### src/verilog/cpu_bus_pkg.sv
/*
 * CPU bus request and response structs, peripheral address union,
 * address map selects and interrupt controller register indices
 */

`default_nettype none

package cpu_bus_pkg;

    // address map selects in the top nibble of the 24-bit byte address
    localparam logic [3:0] SELECT_RAM = 4'd0;
    localparam logic [3:0] SELECT_IRQ = 4'd1;

    localparam int RAM_WORDS = 256;
    localparam int IRQ_LINES = 8;

    // interrupt controller register indices with index 3 reading zero
    localparam logic [1:0] IRQ_REG_PENDING = 2'd0;
    localparam logic [1:0] IRQ_REG_MASK    = 2'd1;
    localparam logic [1:0] IRQ_REG_LINES   = 2'd2;

    // wstrb of zero means read
    typedef struct packed {
        logic        valid;
        logic [3:0]  wstrb;
        logic [23:0] address;
        logic [31:0] write_data;
    } mem_req_t;

    typedef struct packed {
        logic        ready;
        logic [31:0] read_data;
    } mem_rsp_t;

    typedef struct packed {
        logic [3:0]  select;
        logic [9:0]  unused;
        logic [7:0]  word_index;
        logic [1:0]  byte_offset;
    } periph_ram_address_t;

    typedef struct packed {
        logic [3:0]  select;
        logic [15:0] unused;
        logic [1:0]  reg_index;
        logic [1:0]  byte_offset;
    } periph_reg_address_t;

    typedef union packed {
        periph_ram_address_t ram;
        periph_reg_address_t regs;
    } periph_address_u;

endpackage

`default_nettype wire

### src/verilog/irq_controller.sv
/*
 * interrupt controller
 * rising edge pending bits, mask register, eoi clearing, register reads
 */

`timescale 1ns/1ps
`default_nettype none

module irq_controller (
    input  wire                              clk_2x,
    input  wire                              rst,
    input  wire [cpu_bus_pkg::IRQ_LINES-1:0] irq_lines,
    input  wire [31:0]                       periph_eoi,
    input  wire                              irq_reg_write,
    input  wire cpu_bus_pkg::periph_address_u access_address,
    input  wire [31:0]                       access_write_data,

    output logic [31:0]                      irq_read_data,
    output logic [31:0]                      irq_pending
);

    localparam int PAD_BITS = 32 - cpu_bus_pkg::IRQ_LINES;

    logic [cpu_bus_pkg::IRQ_LINES-1:0] lines_prev;
    logic [cpu_bus_pkg::IRQ_LINES-1:0] rising;
    logic [cpu_bus_pkg::IRQ_LINES-1:0] pending;
    logic [cpu_bus_pkg::IRQ_LINES-1:0] mask;

    assign rising = irq_lines & ~lines_prev;

    always_ff @(posedge clk_2x) begin
        lines_prev <= irq_lines;
        // a new edge wins over eoi in the same cycle
        pending <= (pending & ~periph_eoi[cpu_bus_pkg::IRQ_LINES-1:0]) | rising;
        if (irq_reg_write && access_address.regs.reg_index == cpu_bus_pkg::IRQ_REG_MASK) begin
            mask <= access_write_data[cpu_bus_pkg::IRQ_LINES-1:0];
        end
        if (rst) begin
            lines_prev <= '0;
            pending <= '0;
            mask <= '0;
        end
    end

    assign irq_pending = {{PAD_BITS{1'b0}}, pending & mask};

    always_comb begin
        case (access_address.regs.reg_index)
            cpu_bus_pkg::IRQ_REG_PENDING: irq_read_data = {{PAD_BITS{1'b0}}, pending};
            cpu_bus_pkg::IRQ_REG_MASK:    irq_read_data = {{PAD_BITS{1'b0}}, mask};
            cpu_bus_pkg::IRQ_REG_LINES:   irq_read_data = {{PAD_BITS{1'b0}}, irq_lines};
            default: irq_read_data = '0;
        endcase
    end

endmodule

`default_nettype wire

### config.mk
export PLATFORM = sky130hd
export DESIGN_NAME = irq_controller
export DESIGN_NICKNAME = d
export VERILOG_FILES = /design/src/verilog/cpu_bus_pkg.sv /design/src/verilog/irq_controller.sv
export SDC_FILE = /design/constraint.sdc
export NUM_CORES = 1
export LEC_CHECK = 0
export ABC_AREA = 1
export BUFFER_PORTS_ARGS = -buffer_cell sky130_fd_sc_hd__buf_4
export CORE_MARGIN = 2
export CORE_UTILIZATION = 30
export DETAILED_ROUTE_END_ITERATION = 16
export PLACE_DENSITY = 0.76
export SLEW_MARGIN = 20
export SYNTH_ARGS = -nofsm -noshare
export SYNTH_HDL_FRONTEND = slang
export SYNTH_SLANG_ARGS = --single-unit
### constraint.sdc
create_clock -name clk_2x -period 0.8 [get_ports clk_2x]
set_clock_uncertainty 0.05 [all_clocks]
set_input_delay 0.12 -clock clk_2x [delete_from_list [all_inputs] [get_ports clk_2x]]
set_output_delay 0.12 -clock clk_2x [all_outputs]
set_load 0.02 [all_outputs]
# == Yosys cells after proc, flatten, opt, wreduce, memory -nomap -nowiden ==
# Cells that the tools add are included.
# op_classes
mux,1
n_eq_ne,2
bitwise,6
reduce_logical,2
# op_table
cell,n
$and 8x8->8,3
$pmux 8 s3,1
$not 8->8,2
$or 8x8->8,1
$eq 2x1->1 const B,1
$eq 2x2->1 const B,1
$logic_not 2->1,1
$logic_and 1x1->1,1
# word_totals
register_bits,24
input_bits,99

# == Longest topological paths before layout ==
# logic_depth
depth_word,3
ltp_mapped,6

# == Worst setup path after synthesis ==
# Ideal clock, no wire load.
# synth_path
path_type,input to output
startpoint,input access_address[3] in the netlist's numbering
endpoint,output irq_read_data[0]
arrival_time_ns,0.783
path_stages,3
path_buffers,0
path_slack_ns,-0.153
required_time_ns,0.630
cell_sequence,inv_1 -> nand2_1 -> o211ai_1
# synth_via
elab_chain_len,2
# synth_rtl
item,line,rtl
start: declaration,irq_controller.sv:15,"input wire cpu_bus_pkg::periph_address_u access_address,"
"$eq 2x2->1, or another cell as far along",irq_controller.sv:48,case (access_address.regs.reg_index)
$pmux 8 s3 (*),irq_controller.sv:48,
end: declaration,irq_controller.sv:18,"output logic [31:0] irq_read_data,"
# Mark *: on every way between the ends. The rest lies on a longest branch, timed or not.

# == Worst setup path in the final report ==
# layout_path
startpoint,register mask[5] in the netlist's numbering
endpoint,output irq_read_data[5]
# layout_via
elab_chain_len,1
# layout_rtl
item,line,rtl
start: declaration,irq_controller.sv:27,logic [cpu_bus_pkg::IRQ_LINES-1:0] mask;
start signal: assignment,irq_controller.sv:36,mask <= access_write_data[cpu_bus_pkg::IRQ_LINES-1:0];
$pmux 8 s3,irq_controller.sv:48,
# No other way between the ends.

==> results_dict.tcl <==
set metrics [dict create \
    grt_antenna_before_repair 0 \
    core_um2 4629 \
    fin_util 0.4178 \
    dr.pass1.iters 4 \
    cp-start-kind "register" \
    drv_slew 0 \
    htreeDepth 1 \
    grt_max_degree 17 \
    multi_input_area_um2 651.9 \
    cts.sinks 24 \
    r2r_start "mask[0]" \
    syn_area_um2 1420 \
    io_buffers 44 \
    rsz0062_at_grt "yes" \
    worstSkewPairLatency_ps 260 \
    final_cells 310 \
    layout_setup_ws_ps -379.8 \
    power_density_nw_per_um2 1615 \
    drtIter0Drc 39 \
    gp_congestion 0.7060 \
    drc 0 \
    cts_max_path_buffers 2 \
    dp.cells 304 \
    fp.dieH_um 72.80 \
    hold_path_end "mask[7]" \
    dieArea_um2 5300 \
    hold_viol 0 \
    hp-class "input port to register" \
    fmax_ghz 0.8476 \
    hold_depth 3 \
    synth_cells 195 \
    seq_area_um2 500.5 \
    grt_usage 0.1133 \
    die_x_um 72.80 \
    synth_cell_types 13 \
    grt_pass1_wl_um 4678 \
    fin_setup_tns_ps -4482 \
    drive_gt1_frac 0.4023 \
    vias_per_cell 3.848 \
    maxCapViolCount 0 \
    ant_nets 0 \
    wl_um 3043 \
    initial_core_util 0.3068 \
    ff2ff_setup_slack_ps 20 \
    fillers 486 \
    grt.overflow.total 0 \
    crit_fanout 2 \
    diodes 0 \
    status "finished with violations" \
    p_total_mw 3.125 \
    violations "negative setup slack" \
    yosysSeqAreaShare 0.3383 \
    finalSetupViolCount 17 \
    cp-end-kind "primary output" \
    period_share 1.475 \
    synth_seq_cells 24 \
    nets 356 \
    area_growth_pct 36.21 \
    rows 25 \
    io_pins 163 \
    finalCriticalPeriod_ps 1180 \
    r2r-end "mask[0]" \
    ys_warn_count 0 \
    synth.avg_cell_area_um2 7.283 \
    crit_required_ps 630 \
    cp_data_arrival_time_ps 1010 \
    clkTransAtPathRegs_ps 90 \
    routed-via-count 1193 \
    path_class "register to primary output" \
    wire_per_inst_um 9.816 \
    hp-start "access_write_data[7]" \
    dp_hpwl_um 2422 \
    leakagePower_nw 1.038 \
    cts_buffers 3 \
    rr_worst_depth 5 \
    grt_pass1_vias 1001 \
    cts_tree "yes" \
    cts-root-buf "clkbuf_8" \
    whs_ps 8.624 \
    ir_drop_mv 1.071 \
]
-- worst max-delay path by stage --
stage | from | to | depth (start not counted)
detailed placement | access_address[3] | irq_read_data[1] | 7
global route | mask[1] | irq_read_data[1] | 3
CTS | mask[1] | irq_read_data[1] | 3
finish | mask[5] | irq_read_data[5] | 3
floorplan | mask[0] | irq_read_data[0] | 2
global placement | access_address[3] | irq_read_data[3] | 7
-- logic make-up after synthesis --
logic type,synth area share
simple gates,0.2317
other cells,0.002641
flops,0.3383
buf+inv,0.3427
compound gates,0.08458
-- placed cells by master (no fill, tap or decap) --
cell           count
bufinv_16          1
buf_4             46
clkbuf_8           3
inv_1             14
dlygate4sd3_1      1
o31ai_1            8
buf_12             2
buf_6             13
dfxtp_2           16
nor2_2             2
nand3b_1           8
clkinvlp_4         1
inv_2             11
nand2_2            7
o211ai_1           8
conb_1            48
nand2_1           34
nand3_4            1
dfxtp_1            8
nor2_1            24
-- worst max-delay path, cell delays in order, from the launching register on --
cell and delay, ps:
dfxtp_2 350, inv_2 40, o211ai_1 180, buf_4 180
-- sequential cells by signal, indices dropped and copies added, names as in the netlist --
name        flops
mask            8
pending         8
lines_prev      8
-- layer usage --
layer / track usage / wire length, um / vias to the layer above
li1: - / - / 625
met1: 0.1444 / 1366 / 500
met2: 0.1828 / 1370 / 66
met3: 0.04696 / 292 / 2
met4: 0.01852 / 14 / 0
met5: 0 / 0 / -
-- Yosys cell counts --
library cell  number  area [um2]
nand3b_1           8       60.06
o211ai_1           8       60.06
inv_1             25       93.84
buf_6              1       11.26
nand3_4            1       17.52
buf_4             49       367.9
o31ai_1            8       60.06
nor2_1            26       97.59
nand2_1           41       153.9
buf_2              2       10.01
dfxtp_1           24       480.5
inv_2              1       3.750
conb_1             1       3.750
-- through the flow --
stage	worst slack, ps	instance area (um2)
3_5_place_dp	-267.0	1772
5_1_grt	-433.8	1934
4_1_cts	-381.6	1886
2_1_floorplan	-85.27	1618
3_3_place_gp	-264.7	1772
6_report	-379.8	1934
-- report_power, final --
part	leakage, nW	internal [mW]	switching, mW
registers	0.204	1.28	0.0443
logic	0.798	0.297	0.452
clock network	0.0357	0.669	0.385
-- layout make-up --
class	instances	area share
multi-input cells	140	0.3370
flip-flops and latches	24	0.2587
well taps	54	0.03493
clock buffers	3	0.02135
clock inverters	1	0.01552
inverters	26	0.05239
repair buffers	62	0.2801
-- what timing repair did --
action / in CTS / in global routing
resized for setup: 18 / 11
cloned: 0 / 0
setup buffers: 0 / 1
endpoints found under the setup margin: 16 / 21
hold buffers: 0 / 1
pin swaps: 7 / 15
endpoints found under the hold margin: 0 / 1
(Power assumes the default switching activity.)
