--- src/verilog/cpu_bus_pkg.sv ---
/*
 * CPU bus request and response structs, peripheral address union,
 * address map selects and interrupt controller register indices
 */

`default_nettype none

package cpu_bus_pkg;

    // address map selects in the top nibble of the 24-bit byte address
    localparam logic [3:0] SELECT_RAM = 4'd0;
    localparam logic [3:0] SELECT_IRQ = 4'd1;

    localparam int RAM_WORDS = 256;
    localparam int IRQ_LINES = 8;

    // interrupt controller register indices with index 3 reading zero
    localparam logic [1:0] IRQ_REG_PENDING = 2'd0;
    localparam logic [1:0] IRQ_REG_MASK    = 2'd1;
    localparam logic [1:0] IRQ_REG_LINES   = 2'd2;

    // wstrb of zero means read
    typedef struct packed {
        logic        valid;
        logic [3:0]  wstrb;
        logic [23:0] address;
        logic [31:0] write_data;
    } mem_req_t;

    typedef struct packed {
        logic        ready;
        logic [31:0] read_data;
    } mem_rsp_t;

    typedef struct packed {
        logic [3:0]  select;
        logic [9:0]  unused;
        logic [7:0]  word_index;
        logic [1:0]  byte_offset;
    } periph_ram_address_t;

    typedef struct packed {
        logic [3:0]  select;
        logic [15:0] unused;
        logic [1:0]  reg_index;
        logic [1:0]  byte_offset;
    } periph_reg_address_t;

    typedef union packed {
        periph_ram_address_t ram;
        periph_reg_address_t regs;
    } periph_address_u;

endpackage

`default_nettype wire

--- src/verilog/peripheral_bus_decoder.sv ---
/*
 * 2x side bus decoder
 * issues RAM and register accesses once per request,
 * muxes read data and holds ready until valid drops
 */

`timescale 1ns/1ps
`default_nettype none

module peripheral_bus_decoder (
    input  wire                        clk_2x,
    input  wire                        rst,
    input  wire cpu_bus_pkg::mem_req_t periph_req,
    input  wire [31:0]                 ram_read_data,
    input  wire [31:0]                 irq_read_data,

    output cpu_bus_pkg::mem_rsp_t       periph_rsp,
    output logic                        ram_read_en,
    output logic [3:0]                  ram_write,
    output logic                        irq_reg_write,
    output cpu_bus_pkg::periph_address_u access_address,
    output logic [31:0]                 access_write_data
);

    logic        started;
    logic        issue;
    logic        is_write;
    logic        ram_selected;
    logic        irq_selected;
    logic        complete;
    logic [31:0] read_data_mux;

    assign access_address = periph_req.address;
    assign access_write_data = periph_req.write_data;

    assign ram_selected = access_address.ram.select == cpu_bus_pkg::SELECT_RAM;
    assign irq_selected = access_address.ram.select == cpu_bus_pkg::SELECT_IRQ;
    assign is_write = |periph_req.wstrb;

    // first cycle of a request only
    assign issue = periph_req.valid && !started;

    assign ram_write = (issue && ram_selected) ? periph_req.wstrb : 4'b0000;
    assign ram_read_en = issue && ram_selected && !is_write;
    assign irq_reg_write = issue && irq_selected && is_write;

    // unmapped selects read back zero
    always_comb begin
        case (access_address.ram.select)
            cpu_bus_pkg::SELECT_RAM: read_data_mux = ram_read_data;
            cpu_bus_pkg::SELECT_IRQ: read_data_mux = irq_read_data;
            default: read_data_mux = '0;
        endcase
    end

    // RAM data is registered by now, so capture it with the ready level
    assign complete = periph_req.valid && started && !periph_rsp.ready;

    always_ff @(posedge clk_2x) begin
        if (complete) begin
            periph_rsp.read_data <= read_data_mux;
        end
        started <= periph_req.valid;
        periph_rsp.ready <= periph_req.valid && started;
        if (rst) begin
            started <= 1'b0;
            periph_rsp.ready <= 1'b0;
        end
    end

endmodule

`default_nettype wire

--- config.mk ---
export PLATFORM = sky130hd
export DESIGN_NAME = peripheral_bus_decoder
export DESIGN_NICKNAME = d
export VERILOG_FILES = /design/src/verilog/cpu_bus_pkg.sv /design/src/verilog/peripheral_bus_decoder.sv
export SDC_FILE = /design/constraint.sdc
export NUM_CORES = 1
export LEC_CHECK = 0
export BUFFER_PORTS_ARGS = -buffer_cell sky130_fd_sc_hd__buf_2
export CAP_MARGIN = 10
export CORE_AREA = 8 8 86 88
export DETAILED_ROUTE_END_ITERATION = 8
export DIE_AREA = 0 0 94 96
export GPL_TIMING_DRIVEN = 0
export PLACE_DENSITY_LB_ADDON = 0.12
export SYNTH_ARGS = -nofsm -noshare
export SYNTH_HDL_FRONTEND = slang
export SYNTH_SLANG_ARGS = --single-unit
--- constraint.sdc ---
create_clock -name clk_2x -period 3.5 [get_ports clk_2x]
set_input_delay 0.875 -clock clk_2x [delete_from_list [all_inputs] [get_ports clk_2x]]
set_output_delay 0.875 -clock clk_2x [all_outputs]
set_load 0.02 [all_outputs]
Yosys cells after proc, flatten, opt, wreduce, memory -nomap -nowiden --
Index checks and enable logic that the tools add are counted.
Storage, ports and cells: word-level logic and storage cells 18, register bits after elaboration 34, latch bits 0, input port bits 127, memory bits (writable) 0, output and inout bits 95, memories kept 0, bits in read-only memories 0
Cells by class: reduce and logical (&&, ||, !) cells 12, magnitude comparators 0, shift-type cells 0, mux-type cells 2, $add $sub $neg 0, multipliers 0, bitwise operators 0, eq/ne operators 1, divide/modulo/power cells 0
Operators with widths (number):
- $pmux W32 S2 | 1
- $logic_and A1 B1 Y1 | 7
- $eq A4 B1 Y1 const B | 1
- $logic_not A4 Y1 | 1
- $mux W4 | 1
- $reduce_or A4 Y1 | 1
- $logic_not A1 Y1 | 3

Depth between registers and ports, before layout --
Gate-level depths: netlist of the first run.
word-level depth 4, mapped depth 4, depth with buffers taken out 2

Least setup slack after synthesis of the first run --
OpenSTA, ideal clock, no wires.
path type input to output, start point input periph_req[52] (netlist bit), end point output ram_write[0], cell stages on the path 3, required time 2625 ps, arrival time 1904 ps, setup slack 721 ps, buffers on the path 1, cell sequence buf_4 > or3b_4 > nor3_1
Between the ends: word-level cells in the longest chain between the ends 3
Ends and longest elaborated chain:
- from (decl) | RTL line peripheral_bus_decoder.sv:13 | input wire cpu_bus_pkg::mem_req_t periph_req,
- $logic_not A4 Y1 | RTL line peripheral_bus_decoder.sv:36 | assign ram_selected = access_address.ram.select == cpu_bus_pkg::SELECT_RAM;
- $logic_and A1 B1 Y1 | RTL line peripheral_bus_decoder.sv:43 | assign ram_write = (issue && ram_selected) ? periph_req.wstrb : 4'b0000;
- $mux W4 | RTL line peripheral_bus_decoder.sv:43
- to (decl) | RTL line peripheral_bus_decoder.sv:19 | output logic [3:0] ram_write,
No other way between the ends.

Worst setup path in the final report of the first run --
start point input periph_req[53] (netlist bit), end point output irq_reg_write
Between the ends: word-level cells in the longest chain between the ends 3
Ends and longest elaborated chain:
- $eq A4 B1 Y1 | RTL line peripheral_bus_decoder.sv:37 | assign irq_selected = access_address.ram.select == cpu_bus_pkg::SELECT_IRQ;
- $logic_and A1 B1 Y1 (2 in a row) | RTL line peripheral_bus_decoder.sv:45 | assign irq_reg_write = issue && irq_selected && is_write;
- to (decl) | RTL line peripheral_bus_decoder.sv:20 | output logic irq_reg_write,
No other way between the ends.

==> impl_metrics.json, run 1 <==
{
  "outcome": "complete, no violations",
  "peakVddDrop_mv": 0.156,
  "critPathMostFrequentCell": "buf_2",
  "drt_iter0_markers": 42,
  "postPlaceCellArea_um2": 2970,
  "seq_power_share": 0.463,
  "yosysWarnings": 0,
  "ant_nets": 0,
  "vias": 1800,
  "setup_viol": 0,
  "fillCellCount": 589,
  "layout_commonest_cell": "buf_2",
  "ctsHoldBuffers": 0,
  "clock-root-buffer": "clkbuf_8",
  "grt_pass1_vias": 2025,
  "port_buffers": 168,
  "grt_max_degree": 33,
  "cp-start-kind": "input port",
  "die_w_um": 94,
  "wl_per_cell_um": 16.4,
  "clock.fmax_mhz": 363,
  "intPower_mw": 0.724,
  "hold_path_class": "reg -> reg",
  "clk_pin_slew_worst_paths_ns": 0.07,
  "syn_avg_cell_area_um2": 11.3,
  "cts_buffers": 5,
  "maxCapViolations": 0,
  "p_sw_mw": 0.278,
  "p_sw_frac": 0.277,
  "cp_max_fo": 10,
  "place_hpwl_um": 6180,
  "firstDrtPassIters": 4,
  "fin_setup_tns_ns": 0,
  "cp-end-kind": "primary output",
  "final_cell_mix": "buf_2, buf_4, nor2_1",
  "initial_core_util": 0.333,
  "power_density_nw_per_um2": 328,
  "critPathTopFamily": "simple AND/OR/NAND/NOR gates",
  "path_buf_inv": 3,
  "crit_type": "in -> out",
  "post_cts_buffers": 0,
  "clockBufferDepth": 2,
  "post-route-min-period_ns": 2.76,
  "multiInputGateArea_um2": 539,
  "p_clk_frac": 0.273,
  "grt_usage": 0.147,
  "drive_gt1_frac": 0.677,
  "synth_cells": 180,
  "slew_violations": 0,
  "clk_latency_ns": 0.28,
  "dieArea_um2": 9020,
  "critical-path-slowest-cell": "or3_4",
  "finalInstanceArea_um2": 3050,
  "n_antenna_cell": 0,
  "cts_resized": 0,
  "fin_skew_ns": 0.000585,
  "synthesis.area_um2": 2030,
  "antenna_found_initial": 0,
  "cp_cell_sequence": "buf_2 -> or3_4 -> buf_6 -> nor3_1 -> buf_2",
  "p_comb_frac": 0.264,
  "cp_data_arrival_time_ns": 1.88,
  "seqCellArea_um2": 1000,
  "clock_sinks": 34,
  "drt_wl_total_um": 7110,
  "slowest_delay_ns": 0.38,
  "cts_tree": "yes",
  "synth_cell_types": 17,
  "syn_to_final_growth_pct": 50.6,
  "cellLeakagePower_nw": 1.55,
  "place_inst": 425,
  "fin_crit_sh": 0.788,
  "num_io_pins": 222,
  "hold_viol": 0,
  "via_per_inst": 4.16,
  "std_cell_rows": 29,
  "instances_no_fill": 433,
  "max_slew.worst_pin.slew_ns": 0.904,
  "finalNetCount": 482,
  "cts_htree_levels": 2,
  "gp_congestion": 0.792,
  "drc": 0,
  "die_h_um": 96,
  "synth-seq-area-share": 0.494,
  "required_ns": 2.62,
  "ys_ff_latch": 34,
  "rsz0062_at_grt": "no",
  "core_area_um2": 6100,
  "overflow": 0,
  "slew_headroom": 0.396,
  "synthesis.nets": 307,
  "grt_pass1_wl_um": 10100
}
## worst reg2reg max path, cell delays in order (launching register included)
cell and delay [ns]:
dfxtp_1 0.34, nand2_1 0.10, nor2_4 0.70
## layout make-up
| type | count | share of cell area |
|---|---|---|
| Buffer | 64 | 0.157 |
| Clock buffer | 6 | 0.0238 |
| Clock inverter | 2 | 0.00287 |
| Inverter | 4 | 0.00492 |
| Multi-Input combinational cell | 78 | 0.177 |
| Sequential cell | 34 | 0.328 |
| Tap cell | 77 | 0.0315 |
| Timing Repair Buffer | 168 | 0.275 |
## Yosys cell counts
cell type	n	area share
nor2b_1	1	0.0031
buf_4	57	0.21
clkbuf_1	1	0.0018
nor3_1	5	0.012
or3_4	1	0.0056
dfxtp_1	2	0.020
or3b_4	1	0.0056
nand2_1	1	0.0018
mux2i_1	32	0.16
nor4_1	1	0.0031
nand3b_1	1	0.0037
buf_2	3	0.0074
buf_6	3	0.017
nor2_1	34	0.063
inv_1	4	0.0074
edfxtp_1	32	0.47
nor3b_2	1	0.0062
## worst paths after layout
path	to	from	cells past startpoint	slack, ns
max reg2reg	periph_rsp[4]	started	2	1.97
min	periph_rsp[32]	started	2	0.53
min reg2reg	periph_rsp[32]	started	2	0.53
max	irq_reg_write	periph_req[53]	5	0.74
## metal layers
metal  vias to the layer above  track usage  part of all wire
li1                        896            -                 -
met1                       777        0.128              0.32
met2                       113        0.282              0.55
met3                        14       0.0624              0.11
met4                         0       0.0700             0.027
met5                         -            0                 0
## power groups by stage
stage | Sequential (mW) | Clock [mW] | Combinational (mW)
floorplan | 0.494 | 0 | 0.147
global placement | 0.473 | 0 | 0.267
detailed placement | 0.473 | 0 | 0.269
CTS | 0.464 | 0.284 | 0.270
global route | 0.465 | 0.304 | 0.286
finish | 0.464 | 0.273 | 0.265
## state kept, by name, indices dropped and copies added, names as in the netlist
signal and flops:
started 1, periph_rsp 33
## logic make-up (layout without fill, tap and decap cells)
logic type | count (synthesis) | after routing | synth area share
buffers and inverters | 68 | 244 | 0.244
DFF | 34 | 34 | 0.494
muxes | 32 | 32 | 0.158
and+or+nand+nor | 46 | 46 | 0.104
## per-stage QoR
step	total power, mW	setup WS [ns]	utilization	hold WS, ns
finish	1.00	0.743	0.501	0.533
floorplan	0.641	0.721	-	0.440
global placement	0.740	0.0422	0.486	0.465
CTS	1.02	0.732	0.501	0.538
detailed placement	0.742	0.732	0.488	0.529
global route	1.05	0.659	0.501	0.556
(Power assumes the default switching activity.)
==> run 2: changes to the inputs <==
--- a/config.mk
+++ b/config.mk
@@ -7,9 +7,9 @@
 export LEC_CHECK = 0
 export BUFFER_PORTS_ARGS = -buffer_cell sky130_fd_sc_hd__buf_2
 export CAP_MARGIN = 10
-export CORE_AREA = 8 8 86 88
+export CORE_AREA = 8 8 90 92
 export DETAILED_ROUTE_END_ITERATION = 8
-export DIE_AREA = 0 0 94 96
+export DIE_AREA = 0 0 98 100
 export GPL_TIMING_DRIVEN = 0
 export PLACE_DENSITY_LB_ADDON = 0.12
 export SYNTH_ARGS = -nofsm -noshare
==> constraint.sdc (replaced) <==
create_clock -name clk_2x -period 2.4 [get_ports clk_2x]
set_input_delay 0.6 -clock clk_2x [delete_from_list [all_inputs] [get_ports clk_2x]]
set_output_delay 0.6 -clock clk_2x [all_outputs]
set_load 0.02 [all_outputs]
==> impl_metrics.json, run 2 (synthesis gave the netlist of run 1 again) <==
{
  "outcome": "complete, no violations",
  "max_slew.worst_pin.slew_ns": 0.901,
  "fin_crit_sh": 0.939,
  "drt_wl_total_um": 7380,
  "core_area_um2": 6640,
  "vias": 1825,
  "cts_buffers": 5,
  "via_per_inst": 4.19,
  "drt_iter0_markers": 48,
  "final_cell_mix": "buf_2, buf_4, nor2_1",
  "place_inst": 428,
  "holdPathStages": 2,
  "drc": 0,
  "place_hpwl_um": 6470,
  "r2r-end": "periph_rsp[4]",
  "port_buffers": 168,
  "peakVddDrop_mv": 0.205,
  "std_cell_rows": 30,
  "power_density_nw_per_um2": 473,
  "grt_pass1_vias": 2024,
  "cp_data_arrival_time_ns": 1.65,
  "post_cts_buffers": 0,
  "min_from": "rst",
  "num_io_pins": 222,
  "setup_viol": 0,
  "hold_viol": 0,
  "gp_congestion": 0.782,
  "multiInputGateArea_um2": 539,
  "clk_latency_ns": 0.28,
  "slew_headroom": 0.398,
  "rr_worst_depth": 2,
  "layout_setup_ws_ns": 0.147,
  "crit_type": "in -> out",
  "ant_nets": 0,
  "instances_no_fill": 436,
  "cts_tree": "yes",
  "cp-start-kind": "input port",
  "r2r-start": "started",
  "initial_core_util": 0.305,
  "clk_pin_slew_worst_paths_ns": 0.07,
  "finalNetCount": 482,
  "whs_endpoint": "started",
  "clock.fmax_mhz": 444,
  "required_ns": 1.80,
  "hold_path_class": "in -> reg",
  "cp-end-kind": "primary output",
  "grt_usage": 0.142,
  "reg.largest.list": "periph_rsp x33, started x1",
  "seqCellArea_um2": 1000,
  "syn_to_final_growth_pct": 50.6,
  "slew_violations": 0,
  "wl_per_cell_um": 16.9,
  "largest_reg_flops": 33,
  "dieArea_um2": 9800,
  "firstDrtPassIters": 4,
  "final_core_util": 0.460,
  "cp_max_fo": 10,
  "cts_resized": 0,
  "maxCapViolations": 0,
  "cts_htree_levels": 2,
  "cellLeakagePower_nw": 1.55,
  "grt_pass1_wl_um": 10700,
  "antenna_found_initial": 1,
  "r2r_slack_ns": 0.85,
  "rsz0062_at_grt": "no",
  "post-route-min-period_ns": 2.25,
  "layout_commonest_cell": "buf_2",
  "preCtsSetupSlack_ns": 0.119,
  "clockBufferDepth": 2,
  "die_w_um": 98,
  "overflow": 0,
  "grt_max_degree": 33,
  "fillCellCount": 661,
  "clock-root-buffer": "clkbuf_8",
  "ctsHoldBuffers": 0,
  "die_h_um": 100,
  "drive_gt1_frac": 0.676,
  "fin_skew_ns": 0.00599,
  "clock_sinks": 34,
  "regMostFlops": "periph_rsp"
}
[run 2: cell count changes in the layout (fill, tap and decap cells not counted), sizes merged]
cell    before  now
clkbuf       7    8
diode        0    1
clkinv       2    0
[run 2: cell type report]
class | instances | share of cell area
flip-flops and latches | 34 | 0.328
repair buffers | 168 | 0.275
multi-input cells | 78 | 0.176
plain buffers | 64 | 0.157
well taps | 80 | 0.0328
clock buffers | 7 | 0.0250
inverters | 4 | 0.00491
diodes | 1 | 0.000819
[run 2: routing by layer]
metal  wire length (µm)  GRT usage  vias up  share of wire
met5                  8          0        -         0.0011
met4                101     0.0492        2          0.014
met3                822     0.0727        8           0.11
met2               3890      0.259      112           0.53
met1               2560      0.133      805           0.35
li1                   -          -      898              -
[run 2: worst max-delay path by stage]
stage	start	to	slack, ns
after global placement	periph_req[60]	periph_rsp[16]	-0.04
after CTS	periph_req[53]	irq_reg_write	0.11
after floorplan	periph_req[52]	ram_write[0]	0.17
final	periph_req[53]	irq_reg_write	0.15
after detailed placement	periph_req[53]	irq_reg_write	0.12
after global routing	periph_req[53]	irq_reg_write	0.06
[run 2: power breakdown]
part           switching (mW)  internal [mW]  total [mW]
combinational           0.200          0.185       0.385
sequential            0.00510          0.672       0.677
clock                   0.183          0.199       0.383
[run 2: stage by stage]
stage / instance area (µm²) / setup TNS, ns / power (mW) / hold WS [ns]
3_5_place_dp: 2980 / 0 / 1.08 / 0.526
6_report: 3060 / 0 / 1.44 / 0.487
4_1_cts: 3050 / 0 / 1.47 / 0.480
5_1_grt: 3050 / 0 / 1.52 / 0.494
2_1_floorplan: 2030 / 0 / 0.934 / 0.458
3_3_place_gp: 2970 / -1.34 / 1.08 / 0.481
[run 2: worst max-delay path, stage by stage]
cell	delay [ns]
buf_2	0.11
or3_4	0.38
buf_6	0.15
nor3_1	0.21
buf_2	0.20
